===== src/hdl/sim_mem_defines.svh =====
// ~~~~~~~~~~~~~~~~~~~~
// Sizing macros for the simulation memory.
// Bus widths, memory depth, address window and response depth.
// ~~~~~~~~~~~~~~~~~~~~

`ifndef SIM_MEM_DEFINES_SVH
`define SIM_MEM_DEFINES_SVH

// Bus address width in bits.
`define SIM_MEM_AW 32

// Bus and memory data width in bits.
`define SIM_MEM_DW 32

// Number of 32-bit words in the SRAM.
`define SIM_MEM_DEPTH 16

// Start of the decoded window, aligned to DEPTH*4 bytes.
`define SIM_MEM_BASE 32'h1000_0000

// Requests a port may hold between acceptance and response.
`define SIM_MEM_OUTSTANDING 2

`endif


===== src/hdl/bus_pkg.sv =====
// ~~~~~~~~~~~~~~~~~~~~
// Host bus types.
// Request and response opcodes and the channel structs.
// ~~~~~~~~~~~~~~~~~~~~

`include "sim_mem_defines.svh"

package bus_pkg;

  // Request opcodes.
  // Code 2'd3 is left free and treated as illegal.
  typedef enum logic [1:0] {
    PUT_FULL    = 2'd0,
    PUT_PARTIAL = 2'd1,
    GET         = 2'd2
  } bus_opcode_e;

  // Response opcodes.
  typedef enum logic {
    ACCESS_ACK      = 1'b0,
    ACCESS_ACK_DATA = 1'b1
  } rsp_opcode_e;

  // Request channel payload.
  typedef struct packed {
    bus_opcode_e               opcode;
    logic [`SIM_MEM_AW-1:0]    addr;
    logic [`SIM_MEM_DW-1:0]    data;
    logic [`SIM_MEM_DW/8-1:0]  mask;
  } bus_req_t;

  // Response channel payload.
  // Data is zero on errors and on put acks.
  typedef struct packed {
    rsp_opcode_e             opcode;
    logic [`SIM_MEM_DW-1:0]  data;
    logic                    error;
  } bus_rsp_t;

endpackage


===== src/hdl/mem_pkg.sv =====
// ~~~~~~~~~~~~~~~~~~~~
// SRAM side types.
// Word index, data, byte mask and arbiter state.
// ~~~~~~~~~~~~~~~~~~~~

`include "sim_mem_defines.svh"

package mem_pkg;

  // Index width for DEPTH words.
  localparam int unsigned MEM_AW = $clog2(`SIM_MEM_DEPTH);

  typedef logic [MEM_AW-1:0]         mem_addr_t;
  typedef logic [`SIM_MEM_DW-1:0]    mem_data_t;

  // One enable bit per byte lane.
  typedef logic [`SIM_MEM_DW/8-1:0]  mem_mask_t;

  // Port that won the last arbitration.
  typedef enum logic {
    LAST_P0 = 1'b0,
    LAST_P1 = 1'b1
  } arb_last_e;

endpackage


===== src/hdl/mem_port_if.sv =====
// ~~~~~~~~~~~~~~~~~~~~
// One SRAM access port.
// Requester, arbiter and memory views.
// ~~~~~~~~~~~~~~~~~~~~

`timescale 1ns/1ps

interface mem_port_if
  import mem_pkg::*;
();

  // Request side.
  logic       req;
  logic       we;
  mem_addr_t  addr;
  mem_data_t  wdata;
  mem_mask_t  wmask;

  // Return side.
  // Gnt is combinational in the request cycle.
  // Rvalid follows a granted read by one cycle.
  logic       gnt;
  logic       rvalid;
  mem_data_t  rdata;

  // Adapter, or arbiter toward the SRAM.
  modport requester (
    output req, we, addr, wdata, wmask,
    input  gnt, rvalid, rdata
  );

  // Arbiter facing one adapter.
  modport arbiter (
    input  req, we, addr, wdata, wmask,
    output gnt, rvalid, rdata
  );

  // SRAM view.
  // Rvalid is not used here, the arbiter tracks it.
  modport memory (
    input  req, we, addr, wdata, wmask,
    output gnt, rdata
  );

endinterface


===== src/hdl/sram_1p.sv =====
// ~~~~~~~~~~~~~~~~~~~~
// Single-port SRAM model.
// Byte-masked writes, one-cycle registered reads.
// ~~~~~~~~~~~~~~~~~~~~

`timescale 1ns/1ps
`include "sim_mem_defines.svh"

module sram_1p
  import mem_pkg::*;
(
  input  logic       clk_i,
  mem_port_if.memory mem
);

  localparam int unsigned BYTES = $bits(mem_mask_t);

  mem_data_t  mem_q [`SIM_MEM_DEPTH];
  mem_data_t  rdata_q;

  // Never stalls.
  assign mem.gnt = 1'b1;

  // Write lands at the granted edge.
  // Read data is registered.
  always_ff @(posedge clk_i) begin
    if (mem.req) begin
      if (mem.we) begin
        for (int i = 0; i < BYTES; i++) begin
          if (mem.wmask[i]) begin
            mem_q[mem.addr][8*i +: 8] <= mem.wdata[8*i +: 8];
          end
        end
      end else begin
        rdata_q <= mem_q[mem.addr];
      end
    end
  end

  assign mem.rdata = rdata_q;

  // Arbiter never forwards an unknown access or an index past the array.
  a_addr_range: assert property (@(posedge clk_i)
    mem.req |-> !$isunknown({mem.we, mem.addr}) && (32'(mem.addr) < `SIM_MEM_DEPTH));

endmodule


===== src/hdl/mem_arbiter.sv =====
// ~~~~~~~~~~~~~~~~~~~~
// Two-port round-robin arbiter.
// Forwards the winner to the SRAM and routes read data back.
// ~~~~~~~~~~~~~~~~~~~~

`timescale 1ns/1ps

module mem_arbiter
  import mem_pkg::*;
(
  input  logic          clk_i,
  input  logic          rst_ni,
  mem_port_if.arbiter   p0,
  mem_port_if.arbiter   p1,
  mem_port_if.requester mem
);

  arb_last_e  last_q;
  logic       pick_p1;
  logic       rvalid_p0_q;
  logic       rvalid_p1_q;

  // On contention the port not served last wins.
  always_comb begin
    if (p0.req && p1.req) begin
      pick_p1 = (last_q == LAST_P0);
    end else begin
      pick_p1 = p1.req;
    end
  end

  // Winner drives the SRAM port.
  assign mem.req   = p0.req || p1.req;
  assign mem.we    = pick_p1 ? p1.we    : p0.we;
  assign mem.addr  = pick_p1 ? p1.addr  : p0.addr;
  assign mem.wdata = pick_p1 ? p1.wdata : p0.wdata;
  assign mem.wmask = pick_p1 ? p1.wmask : p0.wmask;

  // Grants pass through the memory grant.
  assign p0.gnt = p0.req && !pick_p1 && mem.gnt;
  assign p1.gnt = p1.req && pick_p1 && mem.gnt;

  always_ff @(posedge clk_i or negedge rst_ni) begin
    if (!rst_ni) begin
      last_q      <= LAST_P1;
      rvalid_p0_q <= 1'b0;
      rvalid_p1_q <= 1'b0;
    end else begin
      if (p0.gnt) begin
        last_q <= LAST_P0;
      end else if (p1.gnt) begin
        last_q <= LAST_P1;
      end
      // Remember which port owns next cycle's read data.
      rvalid_p0_q <= p0.gnt && !p0.we;
      rvalid_p1_q <= p1.gnt && !p1.we;
    end
  end

  // Read data only shows on the owning port.
  assign p0.rvalid = rvalid_p0_q;
  assign p1.rvalid = rvalid_p1_q;
  assign p0.rdata  = rvalid_p0_q ? mem.rdata : '0;
  assign p1.rdata  = rvalid_p1_q ? mem.rdata : '0;

  // A port served in one cycle never blocks the other port in the next.
  // Only one of the two is granted then.
  a_turn_p1: assert property (@(posedge clk_i) disable iff (!rst_ni)
    ($past(p0.gnt) && p1.req && mem.gnt) |-> (p1.gnt && !p0.gnt));

  a_turn_p0: assert property (@(posedge clk_i) disable iff (!rst_ni)
    ($past(p1.gnt) && p0.req && mem.gnt) |-> (p0.gnt && !p1.gnt));

endmodule


===== src/hdl/bus_sram_adapter.sv =====
// ~~~~~~~~~~~~~~~~~~~~
// Bus to SRAM adapter.
// Window and opcode decode, access check, request stage, response FIFO.
// ~~~~~~~~~~~~~~~~~~~~

`timescale 1ns/1ps
`include "sim_mem_defines.svh"

module bus_sram_adapter
  import bus_pkg::*;
  import mem_pkg::*;
#(
  parameter bit ERR_ON_READ = 1'b0
) (
  input  logic          clk_i,
  input  logic          rst_ni,
  input  logic          a_valid_i,
  output logic          a_ready_o,
  input  bus_req_t      a_req_i,
  output logic          d_valid_o,
  input  logic          d_ready_i,
  output bus_rsp_t      d_rsp_o,
  mem_port_if.requester mem
);

  localparam int unsigned OUTS  = `SIM_MEM_OUTSTANDING;
  localparam int unsigned CNT_W = $clog2(OUTS + 1);
  localparam int unsigned PTR_W = (OUTS > 1) ? $clog2(OUTS) : 1;
  localparam int unsigned OFS_W = $clog2(`SIM_MEM_DEPTH) + 2;
  localparam logic [`SIM_MEM_AW-1:0] BASE_ADDR = `SIM_MEM_BASE;

  logic              a_fire;
  logic              d_fire;
  logic              legal_op;
  logic              in_window;
  logic              req_err;
  logic              stage_valid_q;
  logic              stage_err_q;
  logic              stage_we_q;
  logic              stage_get_q;
  mem_addr_t         stage_addr_q;
  mem_data_t         stage_wdata_q;
  mem_mask_t         stage_wmask_q;
  logic              stage_done;
  logic              mem_req;
  logic              push;
  bus_rsp_t          push_rsp;
  bus_rsp_t          rsp_q [OUTS];
  logic [PTR_W-1:0]  wptr_q;
  logic [PTR_W-1:0]  rptr_q;
  logic [CNT_W-1:0]  q_cnt_q;
  logic [CNT_W-1:0]  out_cnt_q;

  function automatic logic [PTR_W-1:0] ptr_inc(input logic [PTR_W-1:0] ptr);
    return (ptr == PTR_W'(OUTS - 1)) ? '0 : ptr + 1'b1;
  endfunction

  // Opcode decode.
  always_comb begin
    case (a_req_i.opcode)
      PUT_FULL, PUT_PARTIAL, GET: legal_op = 1'b1;
      default:                    legal_op = 1'b0;
    endcase
  end

  // Window is aligned, so upper bits alone select it.
  assign in_window = (a_req_i.addr[`SIM_MEM_AW-1:OFS_W] == BASE_ADDR[`SIM_MEM_AW-1:OFS_W]);

  // Sunk requests get an error and skip the SRAM.
  assign req_err = !legal_op || !in_window || (ERR_ON_READ && (a_req_i.opcode == GET));

  // Request stage.
  // A write waits while a read result lands, so only one entry is queued per cycle.
  assign mem_req    = stage_valid_q && !stage_err_q && !(stage_we_q && mem.rvalid);
  assign stage_done = stage_valid_q && (stage_err_q ? !mem.rvalid : mem.gnt);

  // Accept only below the outstanding limit and with the stage free.
  assign a_ready_o = (out_cnt_q < CNT_W'(OUTS)) && (!stage_valid_q || stage_done);
  assign a_fire    = a_valid_i && a_ready_o;

  always_ff @(posedge clk_i or negedge rst_ni) begin
    if (!rst_ni) begin
      stage_valid_q <= 1'b0;
      stage_err_q   <= 1'b0;
      stage_we_q    <= 1'b0;
    end else if (a_fire) begin
      stage_valid_q <= 1'b1;
      stage_err_q   <= req_err;
      stage_we_q    <= (a_req_i.opcode != GET);
    end else if (stage_done) begin
      stage_valid_q <= 1'b0;
    end
  end

  // Stage payload.
  // A full put writes every byte.
  always_ff @(posedge clk_i) begin
    if (a_fire) begin
      stage_get_q   <= (a_req_i.opcode == GET);
      stage_addr_q  <= mem_addr_t'(a_req_i.addr[OFS_W-1:2]);
      stage_wdata_q <= a_req_i.data;
      stage_wmask_q <= (a_req_i.opcode == PUT_FULL) ? '1 : a_req_i.mask;
    end
  end

  assign mem.req   = mem_req;
  assign mem.we    = stage_we_q;
  assign mem.addr  = stage_addr_q;
  assign mem.wdata = stage_wdata_q;
  assign mem.wmask = stage_wmask_q;

  // Response source, read data first to keep order.
  always_comb begin
    push     = 1'b0;
    push_rsp = '{opcode: ACCESS_ACK, data: '0, error: 1'b0};
    if (mem.rvalid) begin
      push            = 1'b1;
      push_rsp.opcode = ACCESS_ACK_DATA;
      push_rsp.data   = mem.rdata;
    end else if (stage_valid_q && stage_err_q) begin
      push            = 1'b1;
      push_rsp.opcode = stage_get_q ? ACCESS_ACK_DATA : ACCESS_ACK;
      push_rsp.error  = 1'b1;
    end else if (mem_req && mem.gnt && stage_we_q) begin
      // Write ack is queued at the grant.
      push = 1'b1;
    end
  end

  // Response FIFO.
  assign d_valid_o = (q_cnt_q != '0);
  assign d_rsp_o   = rsp_q[rptr_q];
  assign d_fire    = d_valid_o && d_ready_i;

  always_ff @(posedge clk_i or negedge rst_ni) begin
    if (!rst_ni) begin
      wptr_q    <= '0;
      rptr_q    <= '0;
      q_cnt_q   <= '0;
      out_cnt_q <= '0;
    end else begin
      if (push) begin
        wptr_q <= ptr_inc(wptr_q);
      end
      if (d_fire) begin
        rptr_q <= ptr_inc(rptr_q);
      end
      q_cnt_q   <= q_cnt_q + CNT_W'(push) - CNT_W'(d_fire);
      out_cnt_q <= out_cnt_q + CNT_W'(a_fire) - CNT_W'(d_fire);
    end
  end

  always_ff @(posedge clk_i) begin
    if (push) begin
      rsp_q[wptr_q] <= push_rsp;
    end
  end

  // A queued response always belongs to an accepted request.
  a_dvalid_queued: assert property (@(posedge clk_i) disable iff (!rst_ni)
    d_valid_o |-> (out_cnt_q != '0) && (q_cnt_q <= out_cnt_q));

  // Request and its address hold until the arbiter grants.
  a_req_held: assert property (@(posedge clk_i) disable iff (!rst_ni)
    (mem_req && !mem.gnt) |=> (mem_req && $stable(stage_addr_q)));

endmodule


===== src/hdl/sim_mem_top.sv =====
// ~~~~~~~~~~~~~~~~~~~~
// Simulation memory top.
// Two bus hosts, their adapters, arbiter and shared SRAM.
// ~~~~~~~~~~~~~~~~~~~~

`timescale 1ns/1ps
`include "sim_mem_defines.svh"

module sim_mem_top
  import bus_pkg::*;
(
  input  logic                      clk_i,
  input  logic                      rst_ni,
  // Host 0 is the core side.
  input  logic                      h0_a_valid_i,
  output logic                      h0_a_ready_o,
  input  bus_opcode_e               h0_a_opcode_i,
  input  logic [`SIM_MEM_AW-1:0]    h0_a_addr_i,
  input  logic [`SIM_MEM_DW-1:0]    h0_a_data_i,
  input  logic [`SIM_MEM_DW/8-1:0]  h0_a_mask_i,
  output logic                      h0_d_valid_o,
  input  logic                      h0_d_ready_i,
  output rsp_opcode_e               h0_d_opcode_o,
  output logic [`SIM_MEM_DW-1:0]    h0_d_data_o,
  output logic                      h0_d_error_o,
  // Host 1 is the debug side.
  input  logic                      h1_a_valid_i,
  output logic                      h1_a_ready_o,
  input  bus_opcode_e               h1_a_opcode_i,
  input  logic [`SIM_MEM_AW-1:0]    h1_a_addr_i,
  input  logic [`SIM_MEM_DW-1:0]    h1_a_data_i,
  input  logic [`SIM_MEM_DW/8-1:0]  h1_a_mask_i,
  output logic                      h1_d_valid_o,
  input  logic                      h1_d_ready_i,
  output rsp_opcode_e               h1_d_opcode_o,
  output logic [`SIM_MEM_DW-1:0]    h1_d_data_o,
  output logic                      h1_d_error_o
);

  bus_req_t  h0_req;
  bus_req_t  h1_req;
  bus_rsp_t  h0_rsp;
  bus_rsp_t  h1_rsp;

  // Pack host requests.
  assign h0_req = '{opcode: h0_a_opcode_i, addr: h0_a_addr_i, data: h0_a_data_i,
                    mask: h0_a_mask_i};
  assign h1_req = '{opcode: h1_a_opcode_i, addr: h1_a_addr_i, data: h1_a_data_i,
                    mask: h1_a_mask_i};

  // Unpack responses.
  assign h0_d_opcode_o = h0_rsp.opcode;
  assign h0_d_data_o   = h0_rsp.data;
  assign h0_d_error_o  = h0_rsp.error;
  assign h1_d_opcode_o = h1_rsp.opcode;
  assign h1_d_data_o   = h1_rsp.data;
  assign h1_d_error_o  = h1_rsp.error;

  mem_port_if p0_if ();
  mem_port_if p1_if ();
  mem_port_if sram_if ();

  // Core side may only write.
  bus_sram_adapter #(
    .ERR_ON_READ(1'b1)
  ) u_adapter_p0 (
    .clk_i,
    .rst_ni,
    .a_valid_i(h0_a_valid_i),
    .a_ready_o(h0_a_ready_o),
    .a_req_i  (h0_req),
    .d_valid_o(h0_d_valid_o),
    .d_ready_i(h0_d_ready_i),
    .d_rsp_o  (h0_rsp),
    .mem      (p0_if.requester)
  );

  bus_sram_adapter #(
    .ERR_ON_READ(1'b0)
  ) u_adapter_p1 (
    .clk_i,
    .rst_ni,
    .a_valid_i(h1_a_valid_i),
    .a_ready_o(h1_a_ready_o),
    .a_req_i  (h1_req),
    .d_valid_o(h1_d_valid_o),
    .d_ready_i(h1_d_ready_i),
    .d_rsp_o  (h1_rsp),
    .mem      (p1_if.requester)
  );

  mem_arbiter u_arbiter (
    .clk_i,
    .rst_ni,
    .p0 (p0_if.arbiter),
    .p1 (p1_if.arbiter),
    .mem(sram_if.requester)
  );

  sram_1p u_sram (
    .clk_i,
    .mem(sram_if.memory)
  );

endmodule


===== config.mk =====
export PLATFORM = sky130hd
export DESIGN_NAME = sim_mem_top
export DESIGN_NICKNAME = d
export VERILOG_FILES = /design/src/hdl/bus_pkg.sv /design/src/hdl/mem_pkg.sv /design/src/hdl/mem_port_if.sv /design/src/hdl/sram_1p.sv /design/src/hdl/mem_arbiter.sv /design/src/hdl/bus_sram_adapter.sv /design/src/hdl/sim_mem_top.sv
export VERILOG_INCLUDE_DIRS = /design/src /design/src/hdl
export SDC_FILE = /design/constraint.sdc
export NUM_CORES = 1
export LEC_CHECK = 0
export BUFFER_PORTS_ARGS = -buffer_cell sky130_fd_sc_hd__buf_2
export CORE_UTILIZATION = 35
export CTS_CLUSTER_SIZE = 40
export DETAILED_ROUTE_END_ITERATION = 8
export GPL_TIMING_DRIVEN = 0
export PLACE_DENSITY_LB_ADDON = 0.2
export SYNTH_ARGS = -nofsm -noshare
export SYNTH_HDL_FRONTEND = slang
export SYNTH_SLANG_ARGS = --single-unit

===== constraint.sdc =====
create_clock -name clk_i -period 11.55 [get_ports clk_i]
set_input_delay 0.5775 -clock clk_i [delete_from_list [all_inputs] [get_ports clk_i]]
set_output_delay 0.5775 -clock clk_i [all_outputs]
set_load 0.005 [all_outputs]

### Word level (Yosys, flattened, before mapping)

Memory sizes are Yosys's and may differ from the RTL's. A register that Yosys moved wholly into a read port is not among the register bits.
Cells that the tools add are included.

* memory bits (writable): 648
* memories: 3
* output and inout bits: 72
* flip-flop bits (word level): 103

Memories
* u_sram.mem_q: words 16, width 32, read ports 1, clocked after memory_dff 1, write ports 1, RTL line sram_1p.sv:18 `` mem_data_t mem_q [`SIM_MEM_DEPTH]; ``
* u_adapter_p0.rsp_q: words 2, width 34, read ports 1, clocked after memory_dff 0, write ports 1, RTL line bus_sram_adapter.sv:48 `bus_rsp_t rsp_q [OUTS];`
* u_adapter_p1.rsp_q: words 2, width 34, read ports 1, clocked after memory_dff 0, write ports 1, RTL line bus_sram_adapter.sv:48

* magnitude comparators: 2
* eq/ne operators: 8
* mux-type cells: 57
* add/subtract/negate cells: 12
* reduce and logical (&&, ||, !) cells: 56
* bitwise gates (word level): 2

Operator list (count)
* 32-bit two-way mux: 3
* 26-bit by 23-bit equality test with 1-bit output (second input constant): 2
* 1-bit two-way mux: 52
* 1-bit logical AND: 25
* 1-bit logical NOT: 15
* 2-bit nonzero test: 5
* 2-bit by 1-bit adder with 2-bit output: 4
* 4-bit two-way mux: 2
* 2-bit by 1-bit subtractor with 2-bit output: 4
* 1-bit logical OR: 6
* 3-bit OR reduction: 2
* 1-bit adder (second input constant): 4
* 2-bit by 1-bit equality test with 1-bit output (second input constant): 2
* 2-bit equality test (second input constant): 2
* 2-bit logical NOT: 2
* 2-bit less-than comparator (second input constant): 2
* 2-bit inequality test (second input constant): 2
* 1-bit NOT: 2
* 2-bit AND reduction: 1

### Longest topological paths before layout

* depth after elaboration: 14
* depth in mapped cells: 12

### Hierarchy

A second synthesis with hierarchy kept.

* cells, all modules: 1531
* area, all modules: 30548.0 um2

Modules (own cells, without submodules)
* sram_1p: area an instance 20472.1 um2, instances 1, sequential area each 16335.7 um2, cells each 913
* bus_sram_adapter at u_adapter_p1: area an instance 4498.1 um2, instances 1, sequential area each 3498.4 um2, cells each 244
* bus_sram_adapter at u_adapter_p0: area an instance 4495.6 um2, instances 1, sequential area each 3498.4 um2, cells each 244
* mem_arbiter: area an instance 1078.5 um2, instances 1, sequential area each 76.3 um2, cells each 129
* sim_mem_top: area an instance 3.8 um2, instances 1, sequential area each 0.0 um2, cells each 1

### Least setup slack after synthesis

OpenSTA, ideal clock, no wires.

* path type: reg2reg
* from: register u_arbiter.rvalid_p1_q (netlist: u_arbiter.p1.rvalid)
* to: register u_sram.rdata_q[0] (netlist: u_sram.mem.rdata[0]) (read register of u_sram.mem_q), enable pin
* setup slack: 7.903 ns
* stages on the path, launching flop included: 8
* data required time: 11.117 ns
* data arrival time: 3.214 ns
* buffers on the path: 4
* cell sequence: dfrtp_1 > clkbuf_1 > and2_1 > a311o_1 > buf_2 > clkbuf_1 > clkbuf_1 > o22ai_1

* longest elaborated chain between the ends: 8

RTL lines
* start: declaration: RTL line mem_arbiter.sv:21 `logic rvalid_p1_q;`
* start signal: assignment: RTL line mem_arbiter.sv:56 `rvalid_p1_q <= p1.gnt && !p1.we;`
* 1-bit logical AND *: RTL line bus_sram_adapter.sv:74 `assign mem_req = stage_valid_q && !stage_err_q && !(stage_we_q && mem.rvalid);`
* 1-bit logical NOT *: RTL line bus_sram_adapter.sv:74
* 1-bit logical AND *: RTL line bus_sram_adapter.sv:74
* 1-bit logical AND: RTL line mem_arbiter.sv:25 `if (p0.req && p1.req) begin`
* 1-bit two-way mux: RTL line mem_arbiter.sv:25
* 1-bit two-way mux: RTL line mem_arbiter.sv:34 `assign mem.we = pick_p1 ? p1.we : p0.we;`
* 1-bit NOT (no line)
* 2-bit AND reduction (no line)
* end: declaration: RTL line sram_1p.sv:19 `mem_data_t rdata_q;`

Mark *: on every way between the ends. The rest lies on a longest branch, timed or not.
A chain may end at the register's enable or synchronous reset.

### Worst setup path after layout

* from: register u_arbiter.rvalid_p1_q (netlist: u_arbiter.p1.rvalid)
* to: memory u_sram.mem_q[6][24] (netlist bit), enable pin

* longest elaborated chain between the ends: 10

RTL lines
* 1-bit logical AND *: RTL line bus_sram_adapter.sv:74
* 1-bit logical NOT *: RTL line bus_sram_adapter.sv:74
* 1-bit logical AND *: RTL line bus_sram_adapter.sv:74
* 1-bit logical AND: RTL line mem_arbiter.sv:25
* 1-bit two-way mux: RTL line mem_arbiter.sv:25
* 4-bit two-way mux: RTL line mem_arbiter.sv:37 `assign mem.wmask = pick_p1 ? p1.wmask : p0.wmask;`
* 1-bit two-way mux: RTL line sram_1p.sv:30 `if (mem.wmask[i]) begin`
* 1-bit two-way mux: RTL line sram_1p.sv:28 `if (mem.we) begin`
* 1-bit two-way mux: RTL line sram_1p.sv:27 `if (mem.req) begin`
* 1-bit two-way mux (not written as such): RTL line sram_1p.sv:31 `mem_q[mem.addr][8*i +: 8] <= mem.wdata[8*i +: 8];`
* end: declaration: RTL line sram_1p.sv:18

Marks and branches as above.

==> impl_metrics.env <==
export IMPL_status="finished clean"
export IMPL_clk_pin_slew_ns=0.06
export IMPL_cp_common_cell="clkbuf_1"
export IMPL_critPathSlowestCell="nor2_1"
export IMPL_dieArea_um2=87800
export IMPL_cts_buffers=85
export IMPL_syn_inst=1751
export IMPL_fin_cells=3267
export IMPL_row_count=107
export IMPL_ios=218
export IMPL_p_sw_mw=2.72
export IMPL_yosysSeqAreaShare_pct=77.2
export IMPL_clockBufferDepth=3
export IMPL_synth_area_top_cells="edfxtp_1, mux2i_1, o22ai_1, mux2_2, dfrtp_1"
export IMPL_first_pass_iters=5
export IMPL_slew_viol_final=0
export IMPL_post_route_min_period_ns=4.64
export IMPL_path_cells="clkbuf_1, and2_1, a311oi_4, buf_2, a41oi_1, clkbuf_1, nand2b_1, nor2_1"
export IMPL_path_max_fanout=10
export IMPL_grt_most_used_layer="met2"
export IMPL_p_seq_share_pct=44.5
export IMPL_cpPeakStageDelay_ns=1.02
export IMPL_remaining_drc_errors=0
export IMPL_syn_avg_cell_area_um2=17.3
export IMPL_area_growth_pct=17.7
export IMPL_drive_gt1_share_pct=21.8
export IMPL_layout_commonest_cell="edfxtp_1"
export IMPL_portBuffers=213
export IMPL_grt_pass1_vias=16600
export IMPL_worst_pin_slew_ns=1.27
export IMPL_rr_worst_depth=8
export IMPL_yosysWarnings=0
export IMPL_multiInputGateArea_um2=6470
export IMPL_synth_top_cell_by_area="edfxtp_1"
export IMPL_worstHoldPathType="primary input to register"
export IMPL_cp_arrival_ns=4.86
export IMPL_cap_viol_max_count=0
export IMPL_antenna_cells=0
export IMPL_met1_usage_pct=22.5
export IMPL_ys_flop_type="edfxtp_1"
export IMPL_fill_cells=7734
export IMPL_die_h_um=296
export IMPL_clk_latency_ns=0.64
export IMPL_clkSinkCount=783
export IMPL_start_util_pct=35.5
export IMPL_power_density_nw_per_um2=249
export IMPL_routedWlPerCell_um=23.2
export IMPL_final_area_um2=35700
export IMPL_vias=16100
export IMPL_worstPathRequired_ns=11.77
export IMPL_groute_usage_overall_pct=17.4
export IMPL_fin_crit_sh_pct=40.2
export IMPL_dp_cells=3115
export IMPL_detail_route_antenna_nets=0
export IMPL_globalplace_congestion=0.815
export IMPL_synth_seq_cells=783
export IMPL_dr_first_iter_drc_count=1095
export IMPL_cts_tree="yes"
export IMPL_place_area_um2=33000
export IMPL_antenna_found_initial=6
export IMPL_met3_usage_pct=3.05
export IMPL_syn_nets=1905
export IMPL_max_freq_ghz=0.215
export IMPL_async_reset_ff_share_pct=2.68
export IMPL_end_kind="register"
export IMPL_grt_use_met2_pct=29.2
export IMPL_cts_root_buf="clkbuf_16"
export IMPL_fin_worst_skew_ns=0.0289
export IMPL_min_path_cells=1
export IMPL_h_tree_depth=3
export IMPL_final_seq_area_um2=23400
export IMPL_swShare_pct=30.6
export IMPL_drt_total_wl_mm=75.8
export IMPL_syn_cell_area_um2=30300
export IMPL_setup_viol=0
export IMPL_dp_hpwl_mm=52.7
export IMPL_yosys_area_top_type_share_pct=75.5
export IMPL_nets=2213
export IMPL_fin_setup_tns_ns=0
export IMPL_peakVddDrop_mv=0.0986
export IMPL_timing_final_hold_violations=0
export IMPL_mostFrequentLayoutCells="edfxtp_1, mux2i_1, buf_2, nand2_1, o22ai_1"
export IMPL_fp_dieW_um=296
export IMPL_core_area_um2=85400
export IMPL_slew_headroom_pct=15.3
export IMPL_grt_max_degree=33
export IMPL_gr_total_overflow=0
export IMPL_rsz0062_at_grt="no"
export IMPL_via_per_inst=4.94
export IMPL_pwr_share_clk_pct=29.5
export IMPL_synth_edf_count=762
export IMPL_cp_start_kind="register"
export IMPL_p_comb_share_pct=26.0
export IMPL_p_leak_nw=12.7
export IMPL_grt_pass1_wl_mm=110
export IMPL_internal_power_mw=6.18
export IMPL_synth_distinct_cells=44
export IMPL_crit_type="register to register"
area by class of cell:
| class | count | area share [%] |
|---|---|---|
| clock inverters | 47 | 1.29 |
| plain buffers | 85 | 1.25 |
| clock buffers | 104 | 6.22 |
| repair buffers | 221 | 3.41 |
| inverters | 9 | 0.0947 |
| multi-input cells | 874 | 18.1 |
| well taps | 1144 | 4.01 |
| flip-flops and latches | 783 | 65.6 |
final timing paths:
kind	start	slack [ns]	end
hold reg to reg	u_adapter_p0.out_cnt_q[1]	0.48	u_adapter_p0.out_cnt_q[1]
setup / recovery	u_arbiter.p1.rvalid	6.91	u_sram.mem_q[6][24]
min in group asynchronous	rst_ni	0.46	u_adapter_p1.q_cnt_q[0]
hold / removal	h0_a_data_i[11]	0.13	u_adapter_p0.mem.wdata[11]
max in group asynchronous	rst_ni	10.72	u_arbiter.last_q
setup reg to reg	u_arbiter.p1.rvalid	6.91	u_sram.mem_q[6][24]
worst max-delay path: cells and delay by family, from the launching register on:
kind | cells | cell delay, ns
flops | 1 | 0.35
buf+inv | 3 | 1.12
simple gates | 3 | 1.69
compound gates | 2 | 1.06
cell usage after synthesis, types with 7 or more instances:
library cell    n
edfxtp_1      762
mux2i_1       258
nand2_1       131
o22ai_1       129
nor2_1         80
mux2_2         70
and2_1         69
clkbuf_1       43
or4_1          32
dfrtp_1        20
buf_2          15
buf_6          11
nor4_1         11
or2_2          11
xnor2_1        10
buf_1           9
inv_1           9
ha_1            8
buf_4           7
nand2b_1        7
power groups by stage:
stage | logic, mW | clock network, mW | registers, mW
after floorplan | 1.35 | 0 | 3.97
after global placement | 2.25 | 0 | 4.03
after detailed placement | 2.36 | 0 | 4.02
after CTS | 2.37 | 2.69 | 3.96
after global routing | 2.52 | 2.80 | 3.99
final | 2.31 | 2.63 | 3.96
cells by family (layout without fill, tap and decap cells):
family | count (synthesis) | count (layout) | synth area share (%)
mux | 328 | 328 | 11.1
buf+inv | 94 | 466 | 1.58
xor+xnor | 12 | 12 | 0.347
flops | 783 | 783 | 77.2
fa+ha+maj | 8 | 8 | 0.330
compound gates | 160 | 160 | 3.44
simple gates | 366 | 366 | 5.96
sequential cells by signal, summed over array words and instances (netlist names), 2 cells and up:
name	flops
u_adapter_p0.out_cnt_q	2
u_adapter_p1.mem.wmask	4
u_adapter_p0.mem.addr	4
u_adapter_p0.mem.wdata	32
u_adapter_p1.out_cnt_q	2
u_adapter_p0.rsp_q	68
u_adapter_p0.mem.wmask	4
u_adapter_p1.mem.wdata	32
u_adapter_p1.rsp_q	68
u_sram.mem_q	512
u_sram.mem.rdata	32
u_adapter_p1.q_cnt_q	2
u_adapter_p0.q_cnt_q	2
u_adapter_p1.mem.addr	4
per-layer routing:
metal,vias up,wire length [um]
met3,139,3910
met2,469,36900
met5,-,0
li1,7422,-
met4,0,2590
met1,8111,32400
per-stage QoR:
stage          hold slack [ns]  setup WS, ns  total power, mW  util [%]
2_1_floorplan            0.282          7.90             5.33         -
3_3_place_gp             0.455          6.15             6.28      38.4
3_5_place_dp             0.464          6.94             6.38      38.6
4_1_cts                 0.0893          6.90             9.02      41.8
5_1_grt                 0.0958          6.80             9.31      41.8
6_report                 0.127          6.91             8.90      41.8
timing repair:
item,CTS,global route
hold endpoints to repair,20,0
resized for setup,0,0
hold buffers,1,0
setup buffers,0,0
Note: power is estimated with default switching activity, not from simulation.
